### src/rtl/devBus_consts.svh
`ifndef DEVBUS_CONSTS_SVH
`define DEVBUS_CONSTS_SVH

// ~~~~~~~~~~~~~~~~~~~~~~~~~~~~~~~~~~~~~~~~~~~~~~~~~~~~~~~~~~
// Address map
// ~~~~~~~~~~~~~~~~~~~~~~~~~~~~~~~~~~~~~~~~~~~~~~~~~~~~~~~~~~
`define DEV_ADDR_WD  4              // Register offset bits inside a device.
`define DEV_TC       28'h000_07F0   // Timer/counter upper address.
`define DEV_IN32     28'h000_07F1   // Input port upper address.
`define DEV_OUT32    28'h000_07F2   // Output port upper address.

// ~~~~~~~~~~~~~~~~~~~~~~~~~~~~~~~~~~~~~~~~~~~~~~~~~~~~~~~~~~
// Timer registers
// ~~~~~~~~~~~~~~~~~~~~~~~~~~~~~~~~~~~~~~~~~~~~~~~~~~~~~~~~~~
`define TC_CTRL      4'd0           // Control register.
`define TC_PRESET    4'd1           // Reload value.
`define TC_COUNT     4'd2           // Current count, read only.
`define TC_EN_BIT    0              // Counter enable.
`define TC_MODE_BIT  1              // 0 is one-shot, 1 is auto-reload.
`define TC_IRQEN_BIT 3              // Interrupt enable.

`endif

### src/rtl/devBusPkg.sv
`default_nettype none

`include "devBus_consts.svh"

package devBusPkg;

    // Processor data word.
    typedef logic [31:0] wordT;

    // Register offset within one device.
    typedef logic [`DEV_ADDR_WD-1:0] devOffsetT;

    // Upper address bits that pick the device.
    typedef logic [31-`DEV_ADDR_WD:0] devSelT;

    // Timer/counter FSM states.
    typedef enum logic [1:0] {
        tcIdle,     // Stopped.
        tcLoad,     // Count takes the preset.
        tcCount,    // Counting down.
        tcInt       // Terminal count reached.
    } tcStateT;

endpackage

`default_nettype wire

### src/rtl/devBusIf.sv
`timescale 1ns/1ns
`default_nettype none

// One device port hanging off the bridge.
interface devBusIf;
    import devBusPkg::*;

    devOffsetT offset;      // Register offset inside the device.
    wordT      wd;          // Write data.
    logic      wen;         // Write strobe for this device only.
    wordT      rd;          // Read data back to the bridge.

    modport bridge (
        output offset,
        output wd,
        output wen,
        input  rd
    );

    modport device (
        input  offset,
        input  wd,
        input  wen,
        output rd
    );

endinterface

`default_nettype wire

### src/rtl/busBridge.sv
`timescale 1ns/1ns
`default_nettype none

`include "devBus_consts.svh"

module busBridge (
    input  devBusPkg::wordT prAddr,
    input  devBusPkg::wordT prWd,
    input  logic            prWe,
    output devBusPkg::wordT prRd,
    devBusIf.bridge         tcBus,
    devBusIf.bridge         inBus,
    devBusIf.bridge         outBus
);
    import devBusPkg::*;

    devSelT    devSel;
    devOffsetT offset;
    logic      hitTc;
    logic      hitIn;
    logic      hitOut;

    // ~~~~~~~~~~~~~~~~~~~~~~~~~~~~~~~~~~~~~~~~~~~~~~~~~~~~~~~~~~
    // Address decode
    // ~~~~~~~~~~~~~~~~~~~~~~~~~~~~~~~~~~~~~~~~~~~~~~~~~~~~~~~~~~
    assign devSel = prAddr[31:`DEV_ADDR_WD];
    assign offset = prAddr[`DEV_ADDR_WD-1:0];

    assign hitTc  = (devSel == `DEV_TC);        // Map entries never overlap.
    assign hitIn  = (devSel == `DEV_IN32);
    assign hitOut = (devSel == `DEV_OUT32);

    // ~~~~~~~~~~~~~~~~~~~~~~~~~~~~~~~~~~~~~~~~~~~~~~~~~~~~~~~~~~
    // Downstream fan-out
    // ~~~~~~~~~~~~~~~~~~~~~~~~~~~~~~~~~~~~~~~~~~~~~~~~~~~~~~~~~~
    assign tcBus.offset  = offset;
    assign inBus.offset  = offset;
    assign outBus.offset = offset;

    assign tcBus.wd  = prWd;               // Every device sees the data.
    assign inBus.wd  = prWd;
    assign outBus.wd = prWd;

    assign tcBus.wen  = prWe & hitTc;      // Only the hit device latches it.
    assign inBus.wen  = 1'b0;              // Input port is read only.
    assign outBus.wen = prWe & hitOut;

    // ~~~~~~~~~~~~~~~~~~~~~~~~~~~~~~~~~~~~~~~~~~~~~~~~~~~~~~~~~~
    // Read return
    // ~~~~~~~~~~~~~~~~~~~~~~~~~~~~~~~~~~~~~~~~~~~~~~~~~~~~~~~~~~
    always_comb begin
        prRd = '0;                         // Unmapped reads give zero.
        if (hitTc) begin
            prRd = tcBus.rd;
        end else if (hitIn) begin
            prRd = inBus.rd;
        end else if (hitOut) begin
            prRd = outBus.rd;
        end
    end

endmodule

`default_nettype wire

### src/rtl/timerCounter.sv
`timescale 1ns/1ns
`default_nettype none

`include "devBus_consts.svh"

module timerCounter (
    input  logic    start,
    input  logic    rstN,
    devBusIf.device bus,
    output logic    irq
);
    import devBusPkg::*;

    wordT    ctrl;
    wordT    preset;
    wordT    count;
    tcStateT state;
    logic    ctrlWr;
    logic    presetWr;

    assign ctrlWr   = bus.wen && (bus.offset == `TC_CTRL);
    assign presetWr = bus.wen && (bus.offset == `TC_PRESET);

    // ~~~~~~~~~~~~~~~~~~~~~~~~~~~~~~~~~~~~~~~~~~~~~~~~~~~~~~~~~~
    // Registers
    // ~~~~~~~~~~~~~~~~~~~~~~~~~~~~~~~~~~~~~~~~~~~~~~~~~~~~~~~~~~
    always_ff @(posedge start or negedge rstN) begin
        if (!rstN) begin
            ctrl <= '0;
        end else if (ctrlWr) begin
            ctrl <= bus.wd;
        end else if (state == tcInt && !ctrl[`TC_MODE_BIT]) begin
            ctrl[`TC_EN_BIT] <= 1'b0;      // One-shot disarms itself.
        end
    end

    always_ff @(posedge start or negedge rstN) begin
        if (!rstN) begin
            preset <= '0;
        end else if (presetWr) begin
            preset <= bus.wd;
        end
    end

    // ~~~~~~~~~~~~~~~~~~~~~~~~~~~~~~~~~~~~~~~~~~~~~~~~~~~~~~~~~~
    // Count FSM
    // ~~~~~~~~~~~~~~~~~~~~~~~~~~~~~~~~~~~~~~~~~~~~~~~~~~~~~~~~~~
    always_ff @(posedge start or negedge rstN) begin
        if (!rstN) begin
            state <= tcIdle;
            count <= '0;
        end else if (ctrlWr) begin
            // A control write overrides whatever the FSM was doing.
            state <= bus.wd[`TC_EN_BIT] ? tcLoad : tcIdle;
        end else begin
            case (state)
                tcLoad: begin
                    count <= preset;
                    state <= tcCount;
                end
                tcCount: begin
                    if (count > 32'd1) begin
                        count <= count - 32'd1;
                    end else begin
                        count <= '0;       // Presets of 0 and 1 land here too.
                        state <= tcInt;
                    end
                end
                tcInt: begin
                    if (ctrl[`TC_MODE_BIT]) begin
                        state <= tcLoad;   // Auto-reload.
                    end
                end
                default: begin
                    state <= tcIdle;
                end
            endcase
        end
    end

    // Held in one-shot, single cycle in auto-reload.
    assign irq = (state == tcInt) && ctrl[`TC_IRQEN_BIT];

    // ~~~~~~~~~~~~~~~~~~~~~~~~~~~~~~~~~~~~~~~~~~~~~~~~~~~~~~~~~~
    // Register read
    // ~~~~~~~~~~~~~~~~~~~~~~~~~~~~~~~~~~~~~~~~~~~~~~~~~~~~~~~~~~
    always_comb begin
        case (bus.offset)
            `TC_CTRL:   bus.rd = ctrl;
            `TC_PRESET: bus.rd = preset;
            `TC_COUNT:  bus.rd = count;
            default:    bus.rd = '0;
        endcase
    end

endmodule

`default_nettype wire

### src/rtl/gpioPort.sv
`timescale 1ns/1ns
`default_nettype none

module gpioPort (
    input  logic            start,
    input  logic            rstN,
    devBusIf.device         inBus,
    devBusIf.device         outBus,
    input  devBusPkg::wordT inPins,
    output devBusPkg::wordT outPins
);
    import devBusPkg::*;

    wordT inMeta;       // First synchronizer stage.
    wordT inSync;       // Second stage, safe to read.
    wordT outReg;

    // ~~~~~~~~~~~~~~~~~~~~~~~~~~~~~~~~~~~~~~~~~~~~~~~~~~~~~~~~~~
    // Input port
    // ~~~~~~~~~~~~~~~~~~~~~~~~~~~~~~~~~~~~~~~~~~~~~~~~~~~~~~~~~~
    always_ff @(posedge start or negedge rstN) begin
        if (!rstN) begin
            inMeta <= '0;
            inSync <= '0;
        end else begin
            inMeta <= inPins;
            inSync <= inMeta;
        end
    end

    assign inBus.rd = inSync;      // Same word at every offset.

    // ~~~~~~~~~~~~~~~~~~~~~~~~~~~~~~~~~~~~~~~~~~~~~~~~~~~~~~~~~~
    // Output port
    // ~~~~~~~~~~~~~~~~~~~~~~~~~~~~~~~~~~~~~~~~~~~~~~~~~~~~~~~~~~
    always_ff @(posedge start or negedge rstN) begin
        if (!rstN) begin
            outReg <= '0;
        end else if (outBus.wen) begin
            outReg <= outBus.wd;
        end
    end

    assign outPins   = outReg;     // Pins follow the register directly.
    assign outBus.rd = outReg;

endmodule

`default_nettype wire

### src/rtl/deviceSubsystem.sv
`timescale 1ns/1ns
`default_nettype none

module deviceSubsystem (
    input  logic            start,
    input  logic            rstN,
    input  devBusPkg::wordT prAddr,
    input  devBusPkg::wordT prWd,
    input  logic            prWe,
    output devBusPkg::wordT prRd,
    input  devBusPkg::wordT inPins,
    output devBusPkg::wordT outPins,
    output logic            irq
);

    // ~~~~~~~~~~~~~~~~~~~~~~~~~~~~~~~~~~~~~~~~~~~~~~~~~~~~~~~~~~
    // Device buses
    // ~~~~~~~~~~~~~~~~~~~~~~~~~~~~~~~~~~~~~~~~~~~~~~~~~~~~~~~~~~
    devBusIf tcBus ();
    devBusIf inBus ();
    devBusIf outBus ();

    // ~~~~~~~~~~~~~~~~~~~~~~~~~~~~~~~~~~~~~~~~~~~~~~~~~~~~~~~~~~
    // Bridge and devices
    // ~~~~~~~~~~~~~~~~~~~~~~~~~~~~~~~~~~~~~~~~~~~~~~~~~~~~~~~~~~
    busBridge bridge (
        .prAddr (prAddr),
        .prWd   (prWd),
        .prWe   (prWe),
        .prRd   (prRd),
        .tcBus  (tcBus.bridge),
        .inBus  (inBus.bridge),
        .outBus (outBus.bridge)
    );

    timerCounter timer (
        .start (start),
        .rstN  (rstN),
        .bus   (tcBus.device),
        .irq   (irq)
    );

    // Both 32-bit ports live in one block.
    gpioPort gpio (
        .start   (start),
        .rstN    (rstN),
        .inBus   (inBus.device),
        .outBus  (outBus.device),
        .inPins  (inPins),
        .outPins (outPins)
    );

endmodule

`default_nettype wire

### config.mk
export PLATFORM = sky130hd
export DESIGN_NAME = deviceSubsystem
export DESIGN_NICKNAME = d
export VERILOG_FILES = /design/src/rtl/devBusPkg.sv /design/src/rtl/devBusIf.sv /design/src/rtl/busBridge.sv /design/src/rtl/timerCounter.sv /design/src/rtl/gpioPort.sv /design/src/rtl/deviceSubsystem.sv
export VERILOG_INCLUDE_DIRS = /design/src /design/src/rtl
export SDC_FILE = /design/constraint.sdc
export NUM_CORES = 1
export LEC_CHECK = 0
export ABC_AREA = 1
export ABC_CLOCK_PERIOD_IN_PS = 2070
export BUFFER_PORTS_ARGS = -buffer_cell sky130_fd_sc_hd__buf_2
export CAP_MARGIN = 25
export CORE_MARGIN = 2
export CORE_UTILIZATION = 45
export DETAILED_ROUTE_END_ITERATION = 7
export PLACE_DENSITY_LB_ADDON = 0.2
export REMOVE_ABC_BUFFERS = 1
export SLEW_MARGIN = 10
export SYNTH_ARGS = -nofsm -noshare
export SYNTH_HDL_FRONTEND = slang
export SYNTH_SLANG_ARGS = --single-unit
### constraint.sdc
create_clock -name start -period 2.07 [get_ports start]
set_clock_uncertainty 0.2 [all_clocks]
set_input_delay 0.3105 -clock start [delete_from_list [all_inputs] [get_ports start]]
set_output_delay 0.3105 -clock start [all_outputs]
set_load 0.05 [all_outputs]
# [After elaboration in Yosys (flattened, before gate mapping)]
# Cells that the tools add are included.
[word_totals] ff_bits=194 in_bits=99 output_inout_bits=65 wordCells=46
[op_classes] add_sub_neg=1 magnitude_cmp=1 eq_ne=10 muxes=13 bitwise=3 n_reduce_logical=10
[ops] cell="$mux 32" n=4
[ops] cell="$pmux 32 s3" n=1
[ops] cell="$eq 28x11->1 const B" n=3
[ops] cell="$pmux 32 s2" n=1
[ops] cell="$gt 32x1->1 const B" n=1
[ops] cell="$sub 32x1->32 const B" n=1
[ops] cell="$mux 2" n=3
[ops] cell="$pmux 2 s3" n=1
[ops] cell="$eq 2x2->1 const B" n=2
[ops] cell="$eq 4x1->1 const B" n=1
[ops] cell="$eq 4x2->1 const B" n=1
[ops] cell="$logic_and 1x1->1" n=4
[ops] cell="$logic_not 4->1" n=1
[ops] cell="$reduce_and 2->1" n=2
[ops] cell="$reduce_bool 2->1" n=2
[ops] cell="$mux 1" n=3
[ops] cell="$ne 3x1->1 const B" n=1
[ops] cell="$ne 3x2->1 const B" n=1
[ops] cell="$and 1x1->1" n=2
[ops] cell="$eq 2x1->1 const B" n=1
[ops] cell="$logic_not 1->1" n=1
[ops] cell="$not 1->1" n=1

# [Longest topological paths before layout]
# Gate-level depths: netlist (run 1).
[logic_depth] ltp_word=5 depth_mapped=14 mapped_depth_nobuf=14

# [Hierarchy]
# Synthesis (run 1) repeated with hierarchy kept, for this count alone.
[hier_totals] cells_unflattened=1410 hier_area_um2=10605.2
[modules_own_cells] mod="timerCounter" instances=1 cells_each=774 area_per_inst_um2=5446.5 seq_area_each_um2=2452.4
[modules_own_cells] mod="gpioPort" instances=1 cells_each=232 area_per_inst_um2=3134.3 seq_area_each_um2=2402.3
[modules_own_cells] mod="busBridge" instances=1 cells_each=404 area_per_inst_um2=2024.4 seq_area_each_um2=0.0

# [Worst setup path after synthesis (run 1)]
# No wires, ideal clock.
[synth_path] kind="input port to output port" from="input prAddr[19]" to="output prRd[0]" arrival_ns=1.998 required_time_ns=1.559 path_slack_ns=-0.438 path_stages=8 n_path_buf=1 cell_sequence="nor2_1 nand2_1 nor2_1 nand2_1 nor3_1 nand2_1 clkbuf_1 o211ai_1"
[synth_between] elab_chain_len=4 word_cells_on_any_way=6 cone_classes="3 x eq/ne; 3 x mux"
[synth_lines] item="start: declaration" line_no="deviceSubsystem.sv:7" source="input devBusPkg::wordT prAddr,"
[synth_lines] item="$eq 28x11->1 (no source line)"
[synth_lines] item="$mux 32" line_no="busBridge.sv:57" source="end else if (hitOut) begin"
[synth_lines] item="$mux 32" line_no="busBridge.sv:55" source="end else if (hitIn) begin"
[synth_lines] item="$mux 32 (*)" line_no="busBridge.sv:53" source="if (hitTc) begin"
[synth_lines] item="end: declaration" line_no="deviceSubsystem.sv:10" source="output devBusPkg::wordT prRd,"
# Mark *: on every way between the ends. The rest lies on a longest branch, timed or not.

# [Worst setup path in the final report (run 1)]
[layout_path] from="input prAddr[14]" to="output prRd[1]"
# Same word-level chain as after synthesis.

==> metrics.md, run 1 <==
| Metric | Value |
|---|---|
| First-pass DRT Iterations | 5 |
| Hold Path Origin | prWe |
| PnR worst setup slack | -259 ps |
| P_leak | 6.48 nW |
| Initial antenna violation count | 0 |
| Fin nets | 1518 |
| Reg2Reg Depth | 15 |
| Cell area after synthesis | 9060 um2 |
| Vias in the first global route | 8405 |
| Max transition margin | 0.764 |
| PortBufs | 163 |
| Post-synth cell types | 29 |
| Final hold vios | 0 |
| Final setup TNS | -6630 ps |
| #FFs+latches synth | 194 |
| Grt total ovfl | 0 |
| Final setup fails | 44 |
| Sw Share | 0.250 |
| CP Capture Type | primary output |
| Syn avg cell area | 8.06 um2 |
| Final period util | 1.13 |
| Hold Path Class | in -> reg |
| Maximum clock rate | 429 MHz |
| Comb pwr share | 0.105 |
| H-Tree Depth | 4 |
| CP max FO | 8 |
| Clock Tree Root | clkbuf_16 |
| Vias per cell | 5.13 |
| YS warnings | 0 |
| Layout fillers | 1658 |
| Routed len/inst | 15.9 um |
| Dpl hpwl | 17400 um |
| Crit. Startpoint | prAddr[14] |
| Antenna-violating nets left | 0 |
| N_diodes | 0 |
| First-pass GRT wire length | 41700 um |
| Slew Limit Fails | 0 |
| RSZ-0062 raised after global routing | yes |
| Die X | 146 um |
| Largest net degree at the start of global routing | 65 |
| Clock Latency Late Sink | 430 ps |
| Psw | 2.08 mW |
| Via count | 8679 |
| Post-Synthesis Cells | 1125 |
| Clock power frac | 0.425 |
| Max Cap Viol | 0 |
| Hold depth | 3 |
| Worst r2r src | timer.count[0] |
| CTS Buf Count | 17 |
| TritonCTS Sinks | 194 |
| DR iter-0 viols | 591 |
| Register area share after synthesis | 0.536 |
| Clk slew on worst S/H paths | 70 ps |
| Final hold slack | 23.6 ps |
| Worst-Margin Slew | 354 ps |
| Setup CP Type | in -> out |
| Status | finished with violations |
| Reg area | 4860 um2 |
| Initial core utilization | 0.463 |
| Die H | 146 um |
| Max IR drop VDD | 0.653 mV |
| Layout area overhead | 42.3% |
| # IOs | 164 |
| PwrDens | 644 nW/um2 |
| Failing checks | negative setup slack |
| Type of origin of the critical path | primary input |
| Clock buffer depth | 2 |
| Die area | 21300 um2 |
| Tmin final | 2330 ps |
| P_int | 6.22 mW |
| Reg power frac | 0.469 |
| Core footprint | 19600 um2 |
| GR Util All Layers | 0.240 |
| Area occupied by multi-input gates | 4010 um2 |
| Std cell rows | 51 |
| CP required | 1560 ps |
| DRT Wirelength | 27000 um |
| CTS tree | yes |
| WP data arrival | 1820 ps |
| Layout cell share with drive strength beyond 1 | 0.272 |
| Final Util | 0.659 |
| Routability-driven placement congestion ratio | 0.887 |
| DR DRC count | 0 |
[cells by family after synthesis]
kind of cell,synth area share
AO/OA/AOI/OAI,0.137
XOR/XNOR,0.0145
adder cells (fa/ha/maj),0.00552
buffers and inverters,0.0638
flip-flops,0.536
AND/OR/NAND/NOR,0.243
[flip-flops by register name, indices dropped and copies added (netlist names)]
register	flops
gpio.inMeta	32
timer.count	32
timer.state	2
gpio.outBus.rd	32
gpio.inBus.rd	32
timer.preset	32
timer.ctrl	32
[area by class of cell]
type,instances,share of cell area
timing repair buffer,324,0.211
multi-input combinational,785,0.311
clock buffer,20,0.0354
sequential,194,0.376
clock inverter,12,0.0132
tap,265,0.0257
inverter,93,0.0280
[critical path, stage by stage]
cell and delay, ps:
buf_6 80, inv_4 30, nor2_4 90, nand2_2 90
buf_6 120, nor4_4 250, buf_6 150, buf_12 130
buf_12 150, nand3_2 70, o211ai_1 100, buf_4 240
[synthesized netlist by cell type]
cell type	n	area, um2
inv_2	3	11.3
o221ai_1	1	8.76
o21ai_1	71	355
nand3b_1	1	7.51
a21oi_1	41	205
nor4_4	1	21.3
clkinv_1	1	3.75
xnor2_1	1	8.76
nand2_2	2	12.5
o21ai_0	83	415
dfrtp_1	194	4850
nor3_1	1	5.00
o211ai_1	31	233
nand4_1	6	37.5
nor2_4	1	11.3
buf_2	24	120
a31oi_1	1	6.26
xor2_1	14	123
ha_1	4	50.1
nand3_1	93	465
nor2_1	99	372
nand3_2	3	30.0
nand2_1	324	1220
o21bai_1	3	22.5
inv_1	89	334
nor2_2	3	18.8
buf_1	3	11.3
and2_1	1	6.26
clkbuf_1	26	97.6
[layer usage]
| layer | part of all wire | up-vias | GRT usage |
|---|---|---|---|
| met5 | 0 | - | 0 |
| met4 | 0.012 | 0 | 0.0554 |
| met3 | 0.044 | 25 | 0.0342 |
| met2 | 0.48 | 197 | 0.398 |
| met1 | 0.46 | 4211 | 0.336 |
| li1 | - | 4246 | - |
[cell usage in the layout (no fill, tap or decap), types with 5 or more instances in the layout]
master	instances
clkbuf_16	22
nor2_1	82
inv_1	81
dlygate4sd3_1	65
buf_4	89
buf_2	124
inv_2	6
buf_12	21
dfrtp_1	193
nand3_2	32
nand3_1	63
nand4_1	6
o211ai_1	31
nand2_4	6
a21oi_1	41
o21ai_0	72
nand2_2	9
inv_4	5
o21ai_1	69
nor2_4	7
nor2_2	14
xor2_1	14
buf_6	18
nand2_1	311
o21ai_2	13
[worst paths after layout]
path,to,slack (ps)
setup / recovery,prRd[1],-260
hold / removal,timer.ctrl[0],20
setup reg to reg,timer.count[4],-50
hold reg to reg,gpio.inBus.rd[31],150
max in group asynchronous,gpio.inBus.rd[10],880
min in group asynchronous,gpio.inMeta[12],150
[what timing repair did]
item | CTS | global route
pin swaps | 7 | 32
gates resized for setup | 62 | 121
setup buffers | 7 | 8
endpoints found under the hold margin | 272 | 0
endpoints found under the setup margin | 49 | 68
cloned | 1 | 5
hold buffers | 65 | 0
[metrics by stage]
stage	instances	power [mW]	setup WS [ps]	cell area [um2]
6_report	1693	8.30	-259	12900
5_1_grt	1693	8.61	-345	12900
4_1_cts	1680	8.32	-206	12300
3_5_place_dp	1575	4.70	-369	10700
3_3_place_gp	1575	4.68	-310	10700
2_1_floorplan	1072	4.27	-1600	8830
[power groups by stage]
stage | registers [mW] | clock network, mW | logic, mW
after floorplan | 3.96 | 0 | 0.307
after global placement | 3.97 | 0 | 0.718
after detailed placement | 3.97 | 0 | 0.728
after CTS | 3.89 | 3.59 | 0.836
after global routing | 3.90 | 3.75 | 0.958
final | 3.90 | 3.53 | 0.874
No activity file was read; power rests on OpenSTA's default activity.
==> run 2: changes to the inputs <==
Settings changed: ABC_CLOCK_PERIOD_IN_PS 2070 to 2200.
Clock period 2.07 ns to 2.2 ns, I/O delays scaled along.
==> metrics.md, run 2 (synthesis results as in run 1) <==
| Metric | Value |
|---|---|
| Final setup fails | 32 (-27%) |
| Layout area overhead | 36.7% |
| WP data arrival | 1820 ps (about the same) |
| Clock buffer depth | 2 (unchanged) |
| Initial core utilization | 0.463 (unchanged) |
| Dpl hpwl | 17200 um (-0.94%) |
| Vias per cell | 5.09 (-0.81%) |
| Pwr Total | 7.81 mW (-5.9%) |
| DR iter-0 viols | 540 (-8.6%) |
| Worst-Margin Slew | 525 ps (+171 ps) |
| First-pass GRT wire length | 40600 um (-2.5%) |
| Core footprint | 19600 um2 (unchanged) |
| First-pass DRT Iterations | 5 (unchanged) |
| Hold Path Class | in -> reg |
| Final hold vios | 0 (unchanged) |
| TritonCTS Sinks | 194 (unchanged) |
| CTS Buf Count | 17 (unchanged) |
| Grt total ovfl | 0 (unchanged) |
| PwrDens | 630 nW/um2 (-2.0%) |
| CP Capture Type | primary output |
| Via count | 8426 (-2.9%) |
| Dpl ws | -283 ps (+86.1 ps) |
| Max IR drop VDD | 0.522 mV (-20%) |
| PnR worst setup slack | -147 ps (+112 ps) |
| CTS tree | yes |
| Initial antenna violation count | 0 (unchanged) |
| DR DRC count | 0 (unchanged) |
| # IOs | 164 (unchanged) |
| GR Util All Layers | 0.234 (-0.00605) |
| Clock Latency Late Sink | 430 ps (about the same) |
| Die X | 146 um (unchanged) |
| Slew Limit Fails | 0 (unchanged) |
| CP required | 1670 ps (+110 ps) |
| Clk slew on worst S/H paths | 70 ps (about the same) |
| Vias in the first global route | 8091 (-3.7%) |
| Type of origin of the critical path | primary input |
| Layout cell share with drive strength beyond 1 | 0.224 (-0.0476) |
| Failing checks | negative setup slack |
| Largest net degree at the start of global routing | 58 (-11%) |
| Status | finished with violations |
| Most frequent cells in the layout | nand2_1 (317), dfrtp_1 (194), buf_2 (121), nor2_1 (87), inv_1 (84) |
| Routed len/inst | 15.4 um (-3.6%) |
| Routability-driven placement congestion ratio | 0.933 (+5.2%) |
| Commonest non-fill, non-tap cell in the layout | nand2_1 |
| N_diodes | 0 (unchanged) |
| Setup CP Type | in -> out |
| Tmin final | 2350 ps |
| PortBufs | 163 (unchanged) |
| Fin nets | 1482 (-2.4%) |
| RSZ-0062 raised after global routing | yes |
| CP max FO | 8 (unchanged) |
| Maximum clock rate | 426 MHz |
| DRT Wirelength | 25400 um (-5.6%) |
| Final period util | 1.07 |
| H-Tree Depth | 4 (unchanged) |
| P_leak | 6.24 nW (-3.6%) |
| Antenna-violating nets left | 0 (unchanged) |
| Clock Tree Root | clkbuf_16 |
| Die H | 146 um (unchanged) |
| Std cell rows | 51 (unchanged) |
| Die area | 21300 um2 (unchanged) |
| Max transition margin | 0.649 (-0.115) |
| Max Cap Viol | 0 (unchanged) |
-- run 2: changes by cell type in the layout (fill, tap and decap cells not counted), sizes merged --
cell      change
buf          -32
clkbuf        -6
clkinvlp      +2
bufinv        +1
clkinv        -1
-- run 2: power by group --
part           leakage (nW)  total [mW]  internal (mW)  switching, mW
Combinational          3.37       0.788          0.323          0.464
Clock                 0.308        3.36           1.95           1.41
Sequential             2.56        3.66           3.64         0.0223
-- run 2: final timing paths --
check	start	to	slack [ps]	depth (start not counted)
worst max-delay path	prAddr[15]	prRd[3]	-150	11
worst min-delay path	prWe	timer.ctrl[0]	50	3
worst max register to register	timer.count[0]	timer.count[8]	220	14
worst min register to register	gpio.inMeta[21]	gpio.inBus.rd[21]	150	0
max in group asynchronous	rstN	timer.preset[22]	880	3
min in group asynchronous	rstN	gpio.inMeta[12]	230	2
-- run 2: per-stage QoR --
stage / TNS [ps] / area (um2) / hold slack, ps / utilization / instances
detailed placement: -9420 / 10600 / 135 / 0.541 / 1553
finish: -3620 / 12400 / 45.0 / 0.633 / 1657
global route: -6180 / 12400 / 50.2 / 0.633 / 1657
floorplan: -116580 / 8830 / -166 / - / 1072
global placement: -5880 / 10600 / 132 / 0.541 / 1553
CTS: -2550 / 12000 / 31.0 / 0.614 / 1650
-- run 2: cell type report --
type                       instances  area, um2
clock buffer                      18        439
clock inverter                    14        198
fill                            1668       7200
inverter                          93        349
multi-input combinational        785       3840
sequential                       194       4850
tap                              265        332
timing repair buffer             288       2380
-- run 2: layer usage --
metal | global-route usage | up-vias | part of all wire
li1 | - | 4171 | -
met1 | 0.333 | 4017 | 0.47
met2 | 0.381 | 226 | 0.48
met3 | 0.0389 | 12 | 0.045
met4 | 0.0475 | 0 | 0.0072
met5 | 0 | - | 0
-- run 2: what timing repair did --
action,4_1_cts,5_1_grt
hold endpoints to repair,153,0
gates resized for setup,49,75
setup buffers,0,5
cloned,0,2
hold buffers,65,0
setup endpoints to repair,32,59
pin swaps,4,24
-- run 2: critical path, cell delays in order --
cell and delay (ps):
buf_6 100, nor2_4 90, nand2_2 80, buf_6 120, nor4_4 260, buf_6 160, buf_12 140, buf_12 150
nand3_2 70, o211ai_1 90, buf_4 230
==> run 3: changes to the inputs <==
Settings changed: CORE_MARGIN 2 to 5.
==> metrics.md, run 3 (synthesis results as in run 1) <==
| Metric | Value |
|---|---|
| Hold depth | 3 (unchanged) |
| Clock Latency Late Sink | 440 ps (about the same) |
| CP required | 1670 ps (about the same) |
| Layout area overhead | 35.8% |
| Worst-Margin Slew | 547 ps (+21.9 ps) |
| Final setup fails | 32 (unchanged) |
| Routability-driven placement congestion ratio | 0.962 (+3.1%) |
| Grt total ovfl | 0 (unchanged) |
| Final hold vios | 0 (unchanged) |
| Hold Path Class | in -> reg |
| DR iter-0 viols | 602 (+11%) |
| Status | finished with violations |
| GR Util All Layers | 0.213 (-0.0214) |
| Vias per cell | 5.06 (-0.50%) |
| Final period util | 1.11 (+0.0418) |
| Placed Instance Area | 10600 um2 (+0.18%) |
| DR DRC count | 0 (unchanged) |
| PnR worst setup slack | -239 ps (-91.9 ps) |
| First-pass DRT Iterations | 5 (unchanged) |
| Layout cell share with drive strength beyond 1 | 0.215 (-0.00949) |
| R2r setup slk | 160 ps (-60 ps) |
| Failing checks | negative setup slack |
| TritonCTS Sinks | 194 (unchanged) |
| Clk slew on worst S/H paths | 60 ps (about the same) |
| Hold Path Sink | gpio.outBus.rd[1] |
| Max IR drop VDD | 0.541 mV (+3.7%) |
| Clock Tree Root | clkbuf_16 |
| R2r endpoint | timer.count[3] |
| Dpl ws | -216 ps (+66.6 ps) |
| PortBufs | 163 (unchanged) |
| Pwr Total | 7.39 mW (-5.5%) |
| Tmin final | 2440 ps (+91.9 ps) |
| Clock buffer depth | 2 (unchanged) |
| Core footprint | 20000 um2 (+2.3%) |
| Crit. Startpoint | prAddr[19] |
| Antenna-violating nets left | 0 (unchanged) |
| Die area | 23100 um2 (+8.4%) |
| Vias in the first global route | 8165 (+0.91%) |
| Maximum clock rate | 410 MHz (-3.8%) |
| CP max FO | 8 (unchanged) |
| P_leak | 6.18 nW (-1.0%) |
| Dpl hpwl | 17500 um (+1.3%) |
| H-Tree Depth | 4 (unchanged) |
| CTS tree | yes |
| Die H | 152 um (+4.1%) |
| Most frequent cells in the layout | nand2_1 (319), dfrtp_1 (194), buf_2 (121), nor2_1 (90), inv_1 (86) |
| # IOs | 164 (unchanged) |
| Final Util | 0.614 (-0.0184) |
| Via count | 8414 (-0.14%) |
| PwrDens | 600 nW/um2 (-4.8%) |
| Initial core utilization | 0.452 (-0.0104) |
| Fin nets | 1484 (+0.13%) |
| N_diodes | 0 (unchanged) |
| Std cell rows | 52 (+2.0%) |
| Initial antenna violation count | 0 (unchanged) |
| Slew Limit Fails | 0 (unchanged) |
| Largest net degree at the start of global routing | 50 (-14%) |
| Setup CP Type | in -> out |
| Max transition margin | 0.635 (-0.0146) |
| RSZ-0062 raised after global routing | yes |
| Die X | 152 um (+4.1%) |
| Worst r2r src | timer.count[1] |
| Layout fillers | 1790 (+7.3%) |
| Commonest non-fill, non-tap cell in the layout | nand2_1 |
| Reg2Reg Depth | 14 (unchanged) |
| Hold Path Origin | prWd[1] |
| First-pass GRT wire length | 41000 um (+0.83%) |
| Max Cap Viol | 0 (unchanged) |
| WP data arrival | 1910 ps (+90 ps) |
| CP Capture Type | primary output |
| DRT Wirelength | 26200 um (+2.8%) |
| CTS Buf Count | 17 (unchanged) |
| Routed len/inst | 15.7 um (+2.4%) |
| Final setup TNS | -5480 ps (-1860 ps) |
| Type of origin of the critical path | primary input |
| Post-layout instance area | 12300 um2 (-0.69%) |
run 3: routing by layer:
metal | vias up | track usage | part of all wire
met5 | - | 0 | 0
met4 | 0 | 0.0454 | 0.010
met3 | 22 | 0.0421 | 0.043
met2 | 188 | 0.353 | 0.49
met1 | 4028 | 0.292 | 0.46
li1 | 4176 | - | -
run 3: critical path, stage by stage:
cell,delay [ps]
buf_6,90
nor2_2,80
nand2_1,90
buf_6,130
nor4_4,340
buf_4,220
clkbuf_16,190
nand3_1,80
o211ai_1,100
buf_4,230
run 3: layout make-up:
type	count	area (um2)	share of cell area
Clock inverter	8	81.3	0.00661
Inverter	93	349	0.0284
Clock buffer	23	458	0.0372
Timing Repair Buffer	290	2450	0.199
Multi-Input combinational cell	785	3780	0.307
Tap cell	270	338	0.0274
Sequential cell	194	4850	0.394
run 3: how the worst max path moves through the flow:
stage,cells past startpoint,end
after global routing,11,prRd[13]
after CTS,10,prRd[12]
final,10,prRd[19]
after floorplan,8,timer.count[19]
after global placement,11,prRd[27]
after detailed placement,10,prRd[8]
run 3: what timing repair did:
item	CTS	global route
gates resized for setup	40	54
hold buffers	64	0
endpoints found under the setup margin	32	54
cloned	0	5
pin swaps	1	8
buffers inserted	0	7
hold endpoints to repair	158	0
run 3: metrics by stage:
step,hold slack (ps),std cells
finish,38.1,1663
global route,57.3,1663
CTS,8.07,1651
detailed placement,109,1556
global placement,110,1556
floorplan,-166,1072
run 3: power breakdown:
part,internal (mW),switching (mW)
Combinational,0.321,0.466
Sequential,3.64,0.0253
Clock,1.59,1.34
